<file path="src/hdl/csr_pkg.sv">
package csr_pkg;

    typedef logic [13:0] csr_num_t;
    typedef logic [31:0] csr_data_t;
    typedef logic [5:0]  ecode_t;

    localparam csr_num_t CSR_CRMD   = 14'h000;
    localparam csr_num_t CSR_PRMD   = 14'h001;
    localparam csr_num_t CSR_ECFG   = 14'h004;
    localparam csr_num_t CSR_ESTAT  = 14'h005;
    localparam csr_num_t CSR_ERA    = 14'h006;
    localparam csr_num_t CSR_BADV   = 14'h007;
    localparam csr_num_t CSR_EENTRY = 14'h00c;
    localparam csr_num_t CSR_SAVE0  = 14'h030;
    localparam csr_num_t CSR_SAVE1  = 14'h031;
    localparam csr_num_t CSR_SAVE2  = 14'h032;
    localparam csr_num_t CSR_SAVE3  = 14'h033;
    localparam csr_num_t CSR_TCFG   = 14'h041;
    localparam csr_num_t CSR_TVAL   = 14'h042;
    localparam csr_num_t CSR_TICLR  = 14'h044;

    localparam ecode_t ECODE_INT = 6'h00;
    localparam ecode_t ECODE_ADE = 6'h08;
    localparam ecode_t ECODE_ALE = 6'h09;
    localparam ecode_t ECODE_SYS = 6'h0b;
    localparam ecode_t ECODE_BRK = 6'h0c;

    // timer enable in ECFG, pending bit in ESTAT
    localparam int ECFG_TI_BIT = 11;

    typedef enum logic [2:0] {
        OP_CSRRD   = 3'd0,
        OP_CSRWR   = 3'd1,
        OP_CSRXCHG = 3'd2,
        OP_ERTN    = 3'd3,
        OP_EXCP    = 3'd4
    } csr_op_e;

    typedef struct packed {
        csr_op_e   op;
        csr_num_t  num;
        csr_data_t wdata;
        csr_data_t mask;   // xchg only
        csr_data_t pc;
        ecode_t    ecode;
        csr_data_t badv;
    } csr_req_t;

    typedef struct packed {
        csr_data_t rdata;   // value before the access
        logic      redirect;
        csr_data_t redirect_pc;
    } csr_rsp_t;

    typedef struct packed {
        logic      en;
        csr_num_t  num;
        csr_data_t data;
    } csr_wr_t;

    typedef struct packed {
        logic      enter;
        logic      ertn;
        ecode_t    ecode;
        csr_data_t era;
        csr_data_t badv;
    } trap_t;

endpackage

</file>
<file path="src/hdl/csr_issue_ctrl.sv">
`timescale 1ns/1ps

module csr_issue_ctrl (
    input  logic               clk,
    input  logic               rstn,
    input  csr_pkg::csr_req_t  req,
    input  logic               req_valid,
    output logic               req_ready,
    output csr_pkg::csr_rsp_t  rsp,
    output logic               rsp_valid,
    input  logic               rsp_ready,
    output csr_pkg::csr_num_t  rd_num,
    input  csr_pkg::csr_data_t rd_data_rf,
    input  csr_pkg::csr_data_t rd_data_tmr,
    output csr_pkg::csr_wr_t   wr,
    output csr_pkg::trap_t     trap,
    input  csr_pkg::csr_data_t eentry,
    input  csr_pkg::csr_data_t era,
    input  logic               int_pending
);
    import csr_pkg::*;

    logic      accept;
    logic      take_int;
    logic      do_csr;
    logic      do_ertn;
    logic      do_excp;
    csr_data_t old_val;

    // one item in flight so the slot frees once the held response leaves
    assign req_ready = !rsp_valid || rsp_ready;
    assign accept    = req_valid && req_ready;

    assign take_int = accept && int_pending;   // interrupt wins over the request
    assign do_csr   = accept && !int_pending &&
                      (req.op == OP_CSRWR || req.op == OP_CSRXCHG);
    assign do_ertn  = accept && !int_pending && (req.op == OP_ERTN);
    assign do_excp  = accept && !int_pending && (req.op == OP_EXCP);

    // storage modules return zero for numbers they do not own
    assign rd_num  = req.num;
    assign old_val = rd_data_rf | rd_data_tmr;

    always_comb
    begin
        wr.en  = do_csr;
        wr.num = req.num;
        if (req.op == OP_CSRXCHG)
            wr.data = (old_val & ~req.mask) | (req.wdata & req.mask);
        else
            wr.data = req.wdata;
    end

    always_comb
    begin
        trap.enter = take_int || do_excp;
        trap.ertn  = do_ertn;
        trap.ecode = take_int ? ECODE_INT : req.ecode;
        trap.era   = req.pc;
        trap.badv  = req.badv;
    end

    always_ff @(posedge clk)
    begin
        if (!rstn)
            rsp_valid <= 1'b0;
        else if (accept)
            rsp_valid <= 1'b1;
        else if (rsp_ready)
            rsp_valid <= 1'b0;
    end

    // response payload held under back-pressure
    always_ff @(posedge clk)
    begin
        if (accept)
        begin
            rsp.redirect <= take_int || do_excp || do_ertn;
            if (do_ertn)
                rsp.redirect_pc <= era;
            else
                rsp.redirect_pc <= eentry;
            if (take_int || do_excp || do_ertn)
                rsp.rdata <= '0;
            else
                rsp.rdata <= old_val;
        end
    end

endmodule

</file>
<file path="src/hdl/csr_regfile.sv">
`timescale 1ns/1ps

module csr_regfile (
    input  logic               clk,
    input  logic               rstn,
    input  csr_pkg::csr_num_t  rd_num,
    output csr_pkg::csr_data_t rd_data,
    input  csr_pkg::csr_wr_t   wr,
    input  csr_pkg::trap_t     trap,
    input  logic               timer_irq,
    output csr_pkg::csr_data_t eentry,
    output csr_pkg::csr_data_t era,
    output logic               int_pending
);
    import csr_pkg::*;

    logic [8:0]  crmd;        // datm, datf, pg, da, ie, plv
    logic [2:0]  prmd;        // pie, pplv
    logic        ecfg_ti;
    ecode_t      estat_ecode;
    csr_data_t   era_q;
    csr_data_t   badv;
    logic [25:0] eentry_hi;
    csr_data_t   save [4];
    csr_data_t   estat_rd;
    csr_data_t   ecfg_rd;

    assign eentry      = {eentry_hi, 6'b0};
    assign era         = era_q;
    assign int_pending = crmd[2] && ecfg_ti && timer_irq;

    always_comb
    begin
        ecfg_rd              = '0;
        ecfg_rd[ECFG_TI_BIT] = ecfg_ti;
        estat_rd              = '0;
        estat_rd[21:16]       = estat_ecode;
        estat_rd[ECFG_TI_BIT] = timer_irq;
    end

    always_comb
    begin
        case (rd_num)
            CSR_CRMD:   rd_data = {23'b0, crmd};
            CSR_PRMD:   rd_data = {29'b0, prmd};
            CSR_ECFG:   rd_data = ecfg_rd;
            CSR_ESTAT:  rd_data = estat_rd;
            CSR_ERA:    rd_data = era_q;
            CSR_BADV:   rd_data = badv;
            CSR_EENTRY: rd_data = eentry;
            CSR_SAVE0,
            CSR_SAVE1,
            CSR_SAVE2,
            CSR_SAVE3:  rd_data = save[rd_num[1:0]];
            default:    rd_data = '0;   // timer side or unknown
        endcase
    end

    always_ff @(posedge clk)
    begin
        if (!rstn)
        begin
            crmd        <= 9'b0_0000_1000;   // da=1
            prmd        <= '0;
            ecfg_ti     <= 1'b0;
            estat_ecode <= '0;
            era_q       <= '0;
            badv        <= '0;
            eentry_hi   <= '0;
            for (int i = 0; i < 4; i++)
                save[i] <= '0;
        end
        else if (trap.enter)
        begin
            prmd        <= crmd[2:0];
            crmd[2:0]   <= 3'b0;
            era_q       <= trap.era;
            estat_ecode <= trap.ecode;
            if (trap.ecode == ECODE_ADE || trap.ecode == ECODE_ALE)
                badv <= trap.badv;
        end
        else if (trap.ertn)
        begin
            crmd[2:0] <= prmd;
        end
        else if (wr.en)
        begin
            case (wr.num)
                CSR_CRMD:
                begin
                    crmd[2:0] <= wr.data[2:0];
                    crmd[8:5] <= wr.data[8:5];
                    if (wr.data[4] ^ wr.data[3])   // da/pg must stay exclusive
                        crmd[4:3] <= wr.data[4:3];
                end
                CSR_PRMD:   prmd      <= wr.data[2:0];
                CSR_ECFG:   ecfg_ti   <= wr.data[ECFG_TI_BIT];
                CSR_ERA:    era_q     <= wr.data;
                CSR_BADV:   badv      <= wr.data;
                CSR_EENTRY: eentry_hi <= wr.data[31:6];
                CSR_SAVE0,
                CSR_SAVE1,
                CSR_SAVE2,
                CSR_SAVE3:  save[wr.num[1:0]] <= wr.data;
                default:    ;   // estat read only here
            endcase
        end
    end

endmodule

</file>
<file path="src/hdl/csr_timer.sv">
`timescale 1ns/1ps

module csr_timer #(
    parameter int TIMER_W = 32
) (
    input  logic               clk,
    input  logic               rstn,
    input  csr_pkg::csr_num_t  rd_num,
    input  csr_pkg::csr_wr_t   wr,
    output csr_pkg::csr_data_t rd_data,
    output logic               timer_irq
);
    import csr_pkg::*;

    logic [TIMER_W-1:0] tcfg;         // initval, periodic, en
    logic [TIMER_W-1:0] tval;
    logic [TIMER_W-1:0] init_val;
    logic [TIMER_W-1:0] reload_val;
    logic               tcfg_wr;
    logic               ticlr_wr;

    assign tcfg_wr    = wr.en && (wr.num == CSR_TCFG);
    assign ticlr_wr   = wr.en && (wr.num == CSR_TICLR) && wr.data[0];
    assign init_val   = {wr.data[TIMER_W-1:2], 2'b00};
    assign reload_val = {tcfg[TIMER_W-1:2], 2'b00};

    always_comb
    begin
        case (rd_num)
            CSR_TCFG: rd_data = csr_data_t'(tcfg);
            CSR_TVAL: rd_data = csr_data_t'(tval);
            default:  rd_data = '0;
        endcase
    end

    always_ff @(posedge clk)
    begin
        if (!rstn)
        begin
            tcfg      <= '0;
            tval      <= '0;
            timer_irq <= 1'b0;
        end
        else
        begin
            if (tcfg_wr)
                tcfg <= wr.data[TIMER_W-1:0];

            // clear beats a same-cycle expiry
            if (ticlr_wr)
                timer_irq <= 1'b0;
            else if (tcfg[0] && tval == '0 && !tcfg_wr)
                timer_irq <= 1'b1;

            if (tcfg_wr)
                tval <= init_val;
            else if (tcfg[0])
            begin
                if (tval == '0)
                    tval <= tcfg[1] ? reload_val : '1;   // one-shot parks at all ones
                else if (tval != '1)
                    tval <= tval - 1'b1;
            end
        end
    end

endmodule

</file>
<file path="src/hdl/csr_unit_top.sv">
`timescale 1ns/1ps

module csr_unit_top #(
    parameter int TIMER_W = 32
) (
    input  logic              clk,
    input  logic              rstn,
    input  csr_pkg::csr_req_t req,
    input  logic              req_valid,
    output logic              req_ready,
    output csr_pkg::csr_rsp_t rsp,
    output logic              rsp_valid,
    input  logic              rsp_ready
);
    import csr_pkg::*;

    csr_num_t  rd_num;
    csr_data_t rd_data_rf;
    csr_data_t rd_data_tmr;
    csr_data_t eentry;
    csr_data_t era;
    csr_wr_t   wr;
    trap_t     trap;
    logic      int_pending;
    logic      timer_irq;

    csr_issue_ctrl u_issue (
        .clk         (clk),
        .rstn        (rstn),
        .req         (req),
        .req_valid   (req_valid),
        .req_ready   (req_ready),
        .rsp         (rsp),
        .rsp_valid   (rsp_valid),
        .rsp_ready   (rsp_ready),
        .rd_num      (rd_num),
        .rd_data_rf  (rd_data_rf),
        .rd_data_tmr (rd_data_tmr),
        .wr          (wr),
        .trap        (trap),
        .eentry      (eentry),
        .era         (era),
        .int_pending (int_pending)
    );

    csr_regfile u_regfile (
        .clk         (clk),
        .rstn        (rstn),
        .rd_num      (rd_num),
        .rd_data     (rd_data_rf),
        .wr          (wr),
        .trap        (trap),
        .timer_irq   (timer_irq),
        .eentry      (eentry),
        .era         (era),
        .int_pending (int_pending)
    );

    csr_timer #(
        .TIMER_W (TIMER_W)
    ) u_timer (
        .clk       (clk),
        .rstn      (rstn),
        .rd_num    (rd_num),
        .wr        (wr),
        .rd_data   (rd_data_tmr),
        .timer_irq (timer_irq)
    );

endmodule

</file>
<file path="config.mk">
export PLATFORM = sky130hd
export DESIGN_NAME = csr_unit_top
export DESIGN_NICKNAME = d
export VERILOG_FILES = /design/src/hdl/csr_pkg.sv /design/src/hdl/csr_issue_ctrl.sv /design/src/hdl/csr_regfile.sv /design/src/hdl/csr_timer.sv /design/src/hdl/csr_unit_top.sv
export SDC_FILE = /design/constraint.sdc
export NUM_CORES = 1
export LEC_CHECK = 0
export BUFFER_PORTS_ARGS = -buffer_cell sky130_fd_sc_hd__clkbuf_2
export CAP_MARGIN = 20
export CORE_MARGIN = 1.5
export CORE_UTILIZATION = 60
export DETAILED_ROUTE_END_ITERATION = 10
export GPL_ROUTABILITY_DRIVEN = 1
export HOLD_SLACK_MARGIN = 0.05
export PLACE_DENSITY_LB_ADDON = 0.1
export REMOVE_ABC_BUFFERS = 1
export SLEW_MARGIN = 30
export SYNTH_ARGS = -nofsm -noshare
export SYNTH_HDL_FRONTEND = slang
export SYNTH_SLANG_ARGS = --single-unit
</file>
<file path="constraint.sdc">
create_clock -name clk -period 6.8 [get_ports clk]
set_input_delay 0 -clock clk [delete_from_list [all_inputs] [get_ports clk]]
set_output_delay 0 -clock clk [all_outputs]
set_load 0.01 [all_outputs]
</file>
# ---- After elaboration in Yosys (flattened, before gate mapping)
# Memories as Yosys holds them, arrays and structs flattened.
# Cells that the tools add are included.
dict set report classes {
  bitwise 9
  mux 38
  n_reduce_logical 48
  n_addsub 1
  eq_ne 22
}
# cell count
set ops {}
lappend ops {{32-bit two-way mux} 17}
lappend ops {{32-bit case mux with 8 select lines} 1}
lappend ops {{32-bit bitwise AND} 2}
lappend ops {{32-bit OR} 2}
lappend ops {{32-bit case mux with 2 select lines} 1}
lappend ops {{14-bit by 3-bit == test with 1-bit output, second input constant} 4}
lappend ops {{14-bit by 6-bit == test with 1-bit output, second input constant} 4}
lappend ops {{14-bit by 7-bit == test with 1-bit output, second input constant} 3}
lappend ops {{32-bit zero test} 1}
lappend ops {{32-bit != test, second input constant} 1}
lappend ops {{32-bit NOT} 1}
lappend ops {{32-bit OR reduction} 1}
lappend ops {{32-bit by 1-bit subtractor with 32-bit output, second input constant} 1}
lappend ops {{3-bit two-way mux} 7}
lappend ops {{2-bit nonzero test} 9}
lappend ops {{4-bit AND reduction} 4}
lappend ops {{14-bit by 1-bit == test with 1-bit output, second input constant} 1}
lappend ops {{14-bit by 4-bit == test with 1-bit output, second input constant} 1}
lappend ops {{14-bit zero test} 1}
lappend ops {{1-bit logical AND} 13}
lappend ops {{6-bit by 4-bit == test with 1-bit output, second input constant} 2}
lappend ops {{1-bit two-way mux} 10}
lappend ops {{3-bit by 2-bit == test with 1-bit output, second input constant} 2}
lappend ops {{6-bit two-way mux} 1}
lappend ops {{15 further kinds} 28}
dict set report word_totals {
  mem_count 1
  register_bits 240
  inputBits 155
  out_inout_bits 67
  elab_cells 137
  mem_bits_rw 128
}
# memory words width rd rd_ports_with_merged_regs write_ports line_no
set memory_table {}
lappend memory_table {u_regfile.save 4 32 1 0 4 csr_regfile.sv:24} ;# csr_data_t save [4];

# ---- Longest topological paths before layout
# Gate-level depths: netlist of run 1.
dict set report depth {
  depth_word 12
  depth_mapped 12
  mapped_depth_nobuf 9
}

# ---- Hierarchy
# Synthesis of run 1 repeated with hierarchy kept, for this count alone.
dict set report hier_totals {
  hier_cells 1903
  area_unflattened_um2 19646.3
}
# module area_per_inst_um2 instances cells_each seq_area_each_um2
set modules_own_cells {}
lappend modules_own_cells {csr_regfile 11603.6 1 1042 6025.8}
lappend modules_own_cells {csr_issue_ctrl 4130.2 1 358 1971.9}
lappend modules_own_cells {csr_timer 3912.5 1 503 1301.2}

# ---- Least setup slack after synthesis of run 1
# No wires, ideal clock.
dict set report synth_timing {
  path_kind {in2reg}
  start {input port req[147] (netlist name)}
  end {memory u_regfile.save[2][0] (netlist name), enable pin}
  setup_ns 0.466
  t_arrival_ns 3.982
  path_buffers 4
  path_slack_ns 2.352
  path_stages 8
  path_cell_list {buf_2 > nor4_1 > and3_1 > clkbuf_1 > buf_2 > buf_2 > nand2_1 > o21ai_0}
}
# item line_no
set synth_lines {}
lappend synth_lines {{start: declaration} csr_unit_top.sv:8} ;# input csr_pkg::csr_req_t req,
lappend synth_lines {{end: declaration} csr_regfile.sv:24}

# ---- Worst setup path in the final report of run 1
dict set report layout_timing {
  start {register u_regfile.crmd[2]}
  end {register u_regfile.badv[18]}
}
dict set report layout_via {
  elab_chain_len 8
  word_cells_on_any_way 19
}
# item line_no
set layout_lines {}
lappend layout_lines {{start: declaration} csr_regfile.sv:17} ;# logic [8:0] crmd;
lappend layout_lines {{start signal: assignment} csr_regfile.sv:84} ;# crmd[2:0] <= prmd;
lappend layout_lines {{start signal: assignment} csr_regfile.sv:91} ;# crmd[2:0] <= wr.data[2:0];
lappend layout_lines {{1-bit logical AND (*) (2 in a row)} csr_regfile.sv:30} ;# assign int_pending = crmd[2] && ecfg_ti && timer_irq;
lappend layout_lines {{1-bit logical AND or 1-bit zero test (tied branches)} --}
lappend layout_lines {{6-bit two-way mux or 1-bit logical AND (tied branches)} --}
lappend layout_lines {{6-bit by 4-bit == test with 1-bit output or 1-bit logical AND (tied branches)} {csr_regfile.sv:79, csr_issue_ctrl.sv:38}}
lappend layout_lines {{1-bit logical OR (on tied branches)} {csr_regfile.sv:79, csr_issue_ctrl.sv:56}}
lappend layout_lines {{2-bit by 1-bit != test with 1-bit output (no source line), or another cell as far along} --}
lappend layout_lines {{4-bit AND reduction (no source line)} --}
lappend layout_lines {{end signal: assignment} csr_regfile.sv:80} ;# badv <= trap.badv;
lappend layout_lines {{end signal: assignment} csr_regfile.sv:99} ;# CSR_BADV: badv <= wr.data;
lappend layout_lines {{end: declaration} csr_regfile.sv:22} ;# csr_data_t badv;
# Mark *: on every way between the ends. The rest lies on a longest branch, timed or not.
# A chain may end at the register's enable or synchronous reset.

==> results of run 1 <==
-- registers in the layout, summed over array words and instances, names as in the netlist, 9 cells and up --
signal	cells
u_issue.rsp	65
u_regfile.crmd	9
u_regfile.badv	32
u_regfile.era	32
u_timer.tcfg	32
u_regfile.eentry_hi	26
u_timer.tval	32
u_regfile.save	128
-- metrics by stage --
stage          worst slack (ns)  util [%]  total power, mW
6_report                   1.94      73.9             4.88
5_1_grt                    1.94      73.9             4.99
4_1_cts                    2.26      73.8             4.86
3_5_place_dp               2.88      65.7             2.77
3_3_place_gp               2.99      65.6             2.76
2_1_floorplan             0.496         -             2.60
-- metal layers --
metal | track usage, % | share of wire (%)
met1 | 52.9 | 38
met2 | 61.3 | 45
met3 | 8.63 | 12
met4 | 19.8 | 4.6
met5 | 0 | 0
-- critical path, delay by kind of cell, from the launching register on --
kind,cells,cell delay (ns)
flip-flops,1,0.39
buffers and inverters,3,1.72
AND/OR/NAND/NOR,5,2.35
AO/OA/AOI/OAI,2,0.33
-- timing repair --
action,in CTS,in global routing
resized for setup,0,0
buffers inserted,0,0
hold buffers,116,1
endpoints found under the hold margin,110,2
-- area by class of cell --
cell class | instances | area, um2 | share of cell area (%)
multi-input cells | 1348 | 8210 | 37.5
well taps | 390 | 488 | 2.23
clock inverters | 15 | 111 | 0.508
flip-flops and latches | 368 | 9300 | 42.4
inverters | 15 | 56.3 | 0.257
repair buffers | 381 | 2610 | 11.9
clock buffers | 54 | 1140 | 5.19
-- layout by cell type, fill, tap and decap left out, drive strengths merged, types with 7 or more instances in the layout --
cell type and count:
a31oi 14, o31ai 8, o21a 19, a222oi 15, xnor2 8, a22oi 45
dlygate4sd3 117, inv 17, o211ai 50, nand2b 14, a221oi 14, o22ai 16
edfxtp 193, nor4 17, a211oi 8, nor2 241, buf 43, nor3 17
mux4 32, nand2 262, o211a 41, and3 15, a21o 9, o21ai 117
clkinv 11, nand4 31, or2 7, nor3b 18, dfxtp 175, and2 29
or4 12, a21oi 107, clkbuf 275, a22o 10, nand3 77
-- final timing paths --
check	startpoint	endpoint	slack (ns)	cells after the start
worst max-delay path	u_regfile.crmd[2]	u_regfile.badv[18]	1.94	10
worst min-delay path	req[103]	u_regfile.badv[1]	0.05	4
worst max register to register	u_regfile.crmd[2]	u_regfile.badv[18]	1.94	10
worst min register to register	u_timer.tcfg[27]	u_timer.tcfg[27]	0.48	2
-- where the power goes --
group | internal [mW] | switching [mW]
Sequential | 2.39 | 0.0203
Combinational | 0.147 | 0.226
Clock | 1.21 | 0.888
-- cell families (layout without fill, tap and decap cells) --
logic type	Yosys count	after routing	synth area share (%)
DFF	368	368	51.5
buffers and inverters	170	465	3.75
muxes	36	36	4.22
xor gates and xnor gates	14	14	0.679
AOI/OAI and AO/OA	510	510	19.2
adders and majority gates	2	2	0.139
and+or+nand+nor	786	786	20.5
==> key figures, run 1 <==
STA
  • F_max: roughly 200 MHz
  • Post-route clock skew: slightly above 0.03 ns
  • Slew HR: between 30% and 40%
  • Tmin final: around 5 ns
  • Fin crit share: a little under three quarters
  • Hold Vio Cnt, Final: 0
  • RSZ-0062 raised after global routing: false
  • Slew Viols, Final: 0
  • # setup viols final: 0
  • Smallest hold slack: 0.0466 ns
  • Tightest Pin Transition: roughly 1.0 ns
  • Fin Setup TNS: 0 ns

Floorplanning
  • Die ar.: approximately 31000 um2
  • Num rows: 63
  • Ports: 222
  • Initial core utilization: slightly above 60%
  • DIE HEIGHT: around 180 um
  • Core Region: roughly 30000 um2
  • Width of the die: around 180 um

Critical path
  • Critical path, cell by cell: nand3_1, and3_1, and2_1, nand2_1, nand2_2, buf_4, o211ai_1, dlygate4sd3_1, a21oi_1, dlygate4sd3_1
  • Critical path class: flop to flop
  • WP data required: ~7.3 ns
  • Critical Path Start Type: flop
  • CP max-delay cell: and2_1
  • CP arrival: between 5 and 6 ns
  • Critical Path Most Common Cell: dlygate4sd3_1
  • Crit Path Max Fanout: 33
  • CP Capture Type: flop
  • CP max stage delay: ~0.64 ns

Logic synthesis
  • Area contributors post-synth: edfxtp_1 (32%), dfxtp_1 (19%), nand2_1 (5.4%)
  • Synth area leader: edfxtp_1
  • Syn avg cell area: 9.57 um2
  • Most frequent cell after synthesis: nand2_1
  • Synth Flop Type: edfxtp_1
  • Most frequent cells after synthesis: nand2_1 (262), nor2_1 (241), edfxtp_1 (193), dfxtp_1 (175), clkbuf_1 (121)
  • EDFF count, synth: roughly 190
  • Asr flop ratio synth: 0%
  • Post-synthesis register bit count: between 300 and 400
  • Post-synthesis sequential area ratio: about half
  • Cell variety after synth: 74
  • Synth Warn #: 0
  • Syn Inst Count: approximately 1900
  • Yosys top cell area share: about a third
  • Mapped Area: between 15000 and 20000 um2

CTS
  • Clk sinks: around 370
  • Clock Path Buffers: 3
  • Total CTS buffers: 38
  • CTS tree: done
  • Clock-pin slew on the worst setup and hold paths: around 0.06 ns
  • Root Driver: clkbuf_16
  • Htree depth: 2
  • Worst skew pair latency: between 0.5 and 0.6 ns

Power and ir drop
  • VDD IR max: 172 uV
  • Pwr/cell area: between 200 and 250 nW/um2
  • Leak: just under 9 nW

Drt
  • TritonRoute pass-1 iters: 8
  • Vias: about 17000
  • DRT iter0 DRCs: roughly 2300
  • Post-route ant nets: 0
  • Via-to-Cell Ratio: between 6 and 7
  • Wire per inst: around 24 um
  • DRC: 0
  • Final wirelength: 62500 um

Place
  • Placer congestion estimate: between 0.9 and 1
  • Post-Place Cells: about 2400
  • Area post-placement: 19500 um2
  • DP HPWL: about 38000 um
  • IO buf count: between 200 and 250

Global routing
  • Overflow after GRT: 0
  • Vias in the first global route: approximately 17000
  • Antenna violations before repair: 0
  • Global-route wire length before repair: between 90000 and 100000 um
  • GRT Overall Usage: around two fifths
  • Largest net degree at the start of global routing: 80

Final layout
  • Final nets: approximately 2300
  • Fin cells: approximately 2600
  • Layout cell share with drive strength beyond 1: between 15 and 20%
  • Ant diodes: 0
  • Finished Cell Area: between 20000 and 25000 um2
  • Area growth syn-to-layout: 21.3%
  • Filler instances: roughly 2200

Status
  • Status: completed

Run
  • Max cap viols: 0

Worst hold path
  • Hold crit path type: input port to flop
No activity file was read; power rests on OpenSTA's default activity.
==> inputs of run 2 (changes only) <==
--- a/config.mk
+++ b/config.mk
@@ -8,7 +8,7 @@
 export BUFFER_PORTS_ARGS = -buffer_cell sky130_fd_sc_hd__clkbuf_2
 export CAP_MARGIN = 20
 export CORE_MARGIN = 1.5
-export CORE_UTILIZATION = 60
+export CORE_UTILIZATION = 59
 export DETAILED_ROUTE_END_ITERATION = 10
 export GPL_ROUTABILITY_DRIVEN = 1
 export HOLD_SLACK_MARGIN = 0.05
==> constraint.sdc (replaced) <==
create_clock -name clk -period 4.91 [get_ports clk]
set_input_delay 0 -clock clk [delete_from_list [all_inputs] [get_ports clk]]
set_output_delay 0 -clock clk [all_outputs]
set_load 0.01 [all_outputs]
==> key figures, run 2 (synthesized netlist as in run 1, its figures left out) <==
Status
  • Status: completed

Global routing
  • Met2 global-route usage: between 60% and 70%
  • GR Util met1: between 50% and 60%
  • GRT Overall Usage: between 40% and 50%
  • Most used routing layer: met2
  • Global-route wire length before repair: just under 100000 um
  • Vias in the first global route: roughly 17000
  • Largest net degree at the start of global routing: 73
  • Antenna violations before repair: 0
  • Overflow after GRT: 0
  • Met3 usage: 9.19%

Final layout
  • Fin cells: between 2000 and 3000
  • Most common cell after layout, fill and taps aside: nand2_1
  • Most frequent cells in the layout: nand2_1 (257), nor2_1 (241), clkbuf_2 (220)
  • Final nets: between 2000 and 2500
  • Regs by FF count: u_regfile.save (128), u_issue.rsp (65)
  • Layout Utilization: approximately three quarters
  • Filler instances: 2197
  • Register with the most flip-flops: u_regfile.save
  • Layout cell share with drive strength beyond 1: 18.9%
  • Largest register FFs: between 100 and 150
  • Area growth syn-to-layout: 21.6%

Run
  • Max cap viols: 0

STA
  • Worst Setup Slack, final: ~0.77 ns
  • # setup viols final: 0
  • Slew HR: between 30% and 40%
  • Fin crit share: about 84%
  • Slew Viols, Final: 0
  • Post-route clock skew: about 0.016 ns
  • RSZ-0062 raised after global routing: false
  • Tightest Pin Transition: just over 1 ns
  • F_max: about 240 MHz
  • Tmin final: 4.14 ns
  • Hold Vio Cnt, Final: 0

Power and ir drop
  • Seq pwr share: 48.9%
  • VDD IR max: 272 uV
  • Part of the power in combinational logic: between 7 and 8%
  • Switching share of power: ~23%
  • Pwr/cell area: 311 nW/um2
  • Clk pwr share: between 40% and 50%
  • Leak: ~9 nW
  • Switching pwr: about 1.6 mW
  • Int Pwr: 5.26 mW

Critical path
  • CP Capture Type: flop
  • Critical path class: input port to flop
  • RR Startpoint: u_regfile.crmd[2]
  • Critical path, cell by cell: clkbuf_2, and4b_1, and4_1, nand2_1, nand2_2, o211ai_1, dlygate4sd3_1, a21oi_1, dlygate4sd3_1
  • CP max stage delay: around 0.76 ns
  • CP delay by family, top: simple AND/OR/NAND/NOR gates
  • WP data required: around 5.4 ns
  • Critical Path Most Common Cell: dlygate4sd3_1
  • Setup crit start: req[135]
  • CP arrival: ~4.6 ns
  • Critical Path Start Type: input port
  • CP max-delay cell: and4b_1
  • Crit Path Max Fanout: 28
  • CP Buf/Inv Count: 3

CTS
  • Clock-pin slew on the worst setup and hold paths: 0.06 ns
  • Clock Path Buffers: 3
  • Clk sinks: 368
  • Worst skew pair latency: between 0.5 and 0.6 ns
  • Htree depth: 2
  • Post_cts resized: 0
  • Total CTS buffers: 40
  • CTS tree: done
  • Root Driver: clkbuf_16

Drt
  • Via-to-Cell Ratio: roughly 6.7
  • Post-route ant nets: 0
  • Vias: 17402
  • Wire per inst: around 25 um
  • Final wirelength: ~64000 um
  • DRT iter0 DRCs: ~2300
  • TritonRoute pass-1 iters: 5
  • DRC: 0

Floorplanning
  • Initial core utilization: slightly above 60%
  • Die ar.: ~32000 um2
  • Width of the die: 178 um
  • DIE HEIGHT: around 180 um
  • Core Region: ~30000 um2
  • Num rows: 63
  • Ports: roughly 220

Worst hold path
  • Hold crit path type: input port to flop
  • Min-Delay Startpoint: req[132]

Place
  • IO buf count: ~220
  • Placer congestion estimate: about 1.0
  • Setup WS pre-CTS: between 1 and 1.5 ns
  • DP HPWL: 41300 um
  • Post-Place Cells: 2400
-- run 2: cell types whose count changed in the layout (fill, tap and decap cells not counted), moves of 3 or more --
| cell | before | now |
|---|---|---|
| buf_12 | 0 | 3 |
| buf_4 | 41 | 55 |
| clkbuf_1 | 8 | 15 |
| dlygate4sd3_1 | 117 | 104 |
-- run 2: path summary, 6_finish.rpt --
check	depth (start not counted)	slack [ns]	endpoint
worst max-delay path	9	0.77	u_regfile.badv[18]
worst min-delay path	3	0.06	u_regfile.save[3][30]
worst max register to register	10	0.89	u_regfile.badv[18]
worst min register to register	2	0.49	u_timer.tcfg[24]
-- run 2: worst register-to-register path, stage by stage, from the launching register on --
cell and delay, ns:
dfxtp_1 0.37, nand3_1 0.22, and3_1 0.19, buf_4 0.16
and2_1 0.54, nand2_1 0.38, nand2_2 0.64, o211ai_1 0.18
dlygate4sd3_1 0.61, a21oi_1 0.13, dlygate4sd3_1 0.55
-- run 2: area by class of cell --
class                           instances  area (um2)  area share [%]
Tap cell                              390         488            2.22
Sequential cell                       368        9300            42.3
Antenna cell                            2        5.00          0.0228
Timing Repair Buffer                  383        2630            12.0
Inverter                               15        56.3           0.256
Multi-Input combinational cell       1348        8200            37.3
Clock inverter                         13         125           0.570
Clock buffer                           61        1160            5.29
-- run 2: per-layer routing --
metal  part of all wire [%]  vias up  wire length, um
met2                     45     1309            29300
met1                     38     8292            24500
met3                     13      239             8090
li1                       -     7562                -
met4                    4.1        0             2640
met5                      0        -                0
-- run 2: what timing repair did --
item                      CTS  global route
buffers inserted            0             0
hold buffers              104             0
hold endpoints to repair  125             0
-- run 2: metrics by stage --
stage          TNS [ns]  hold slack, ns  instance area (um2)  power (mW)
2_1_floorplan   -177.02          0.0762                17400        3.60
3_3_place_gp          0           0.242                19600        3.84
3_5_place_dp          0           0.245                19600        3.85
4_1_cts               0          0.0503                22000        6.81
5_1_grt               0          0.0684                22000        6.98
6_report              0          0.0592                22000        6.82
-- run 2: power by group through the flow --
| stage | clock network [mW] | registers [mW] | logic, mW |
|---|---|---|---|
| 5_1_grt | 3.09 | 3.34 | 0.556 |
| 2_1_floorplan | 0 | 3.41 | 0.192 |
| 6_report | 2.96 | 3.33 | 0.529 |
| 4_1_cts | 2.96 | 3.33 | 0.513 |
| 3_5_place_dp | 0 | 3.40 | 0.453 |
| 3_3_place_gp | 0 | 3.39 | 0.448 |
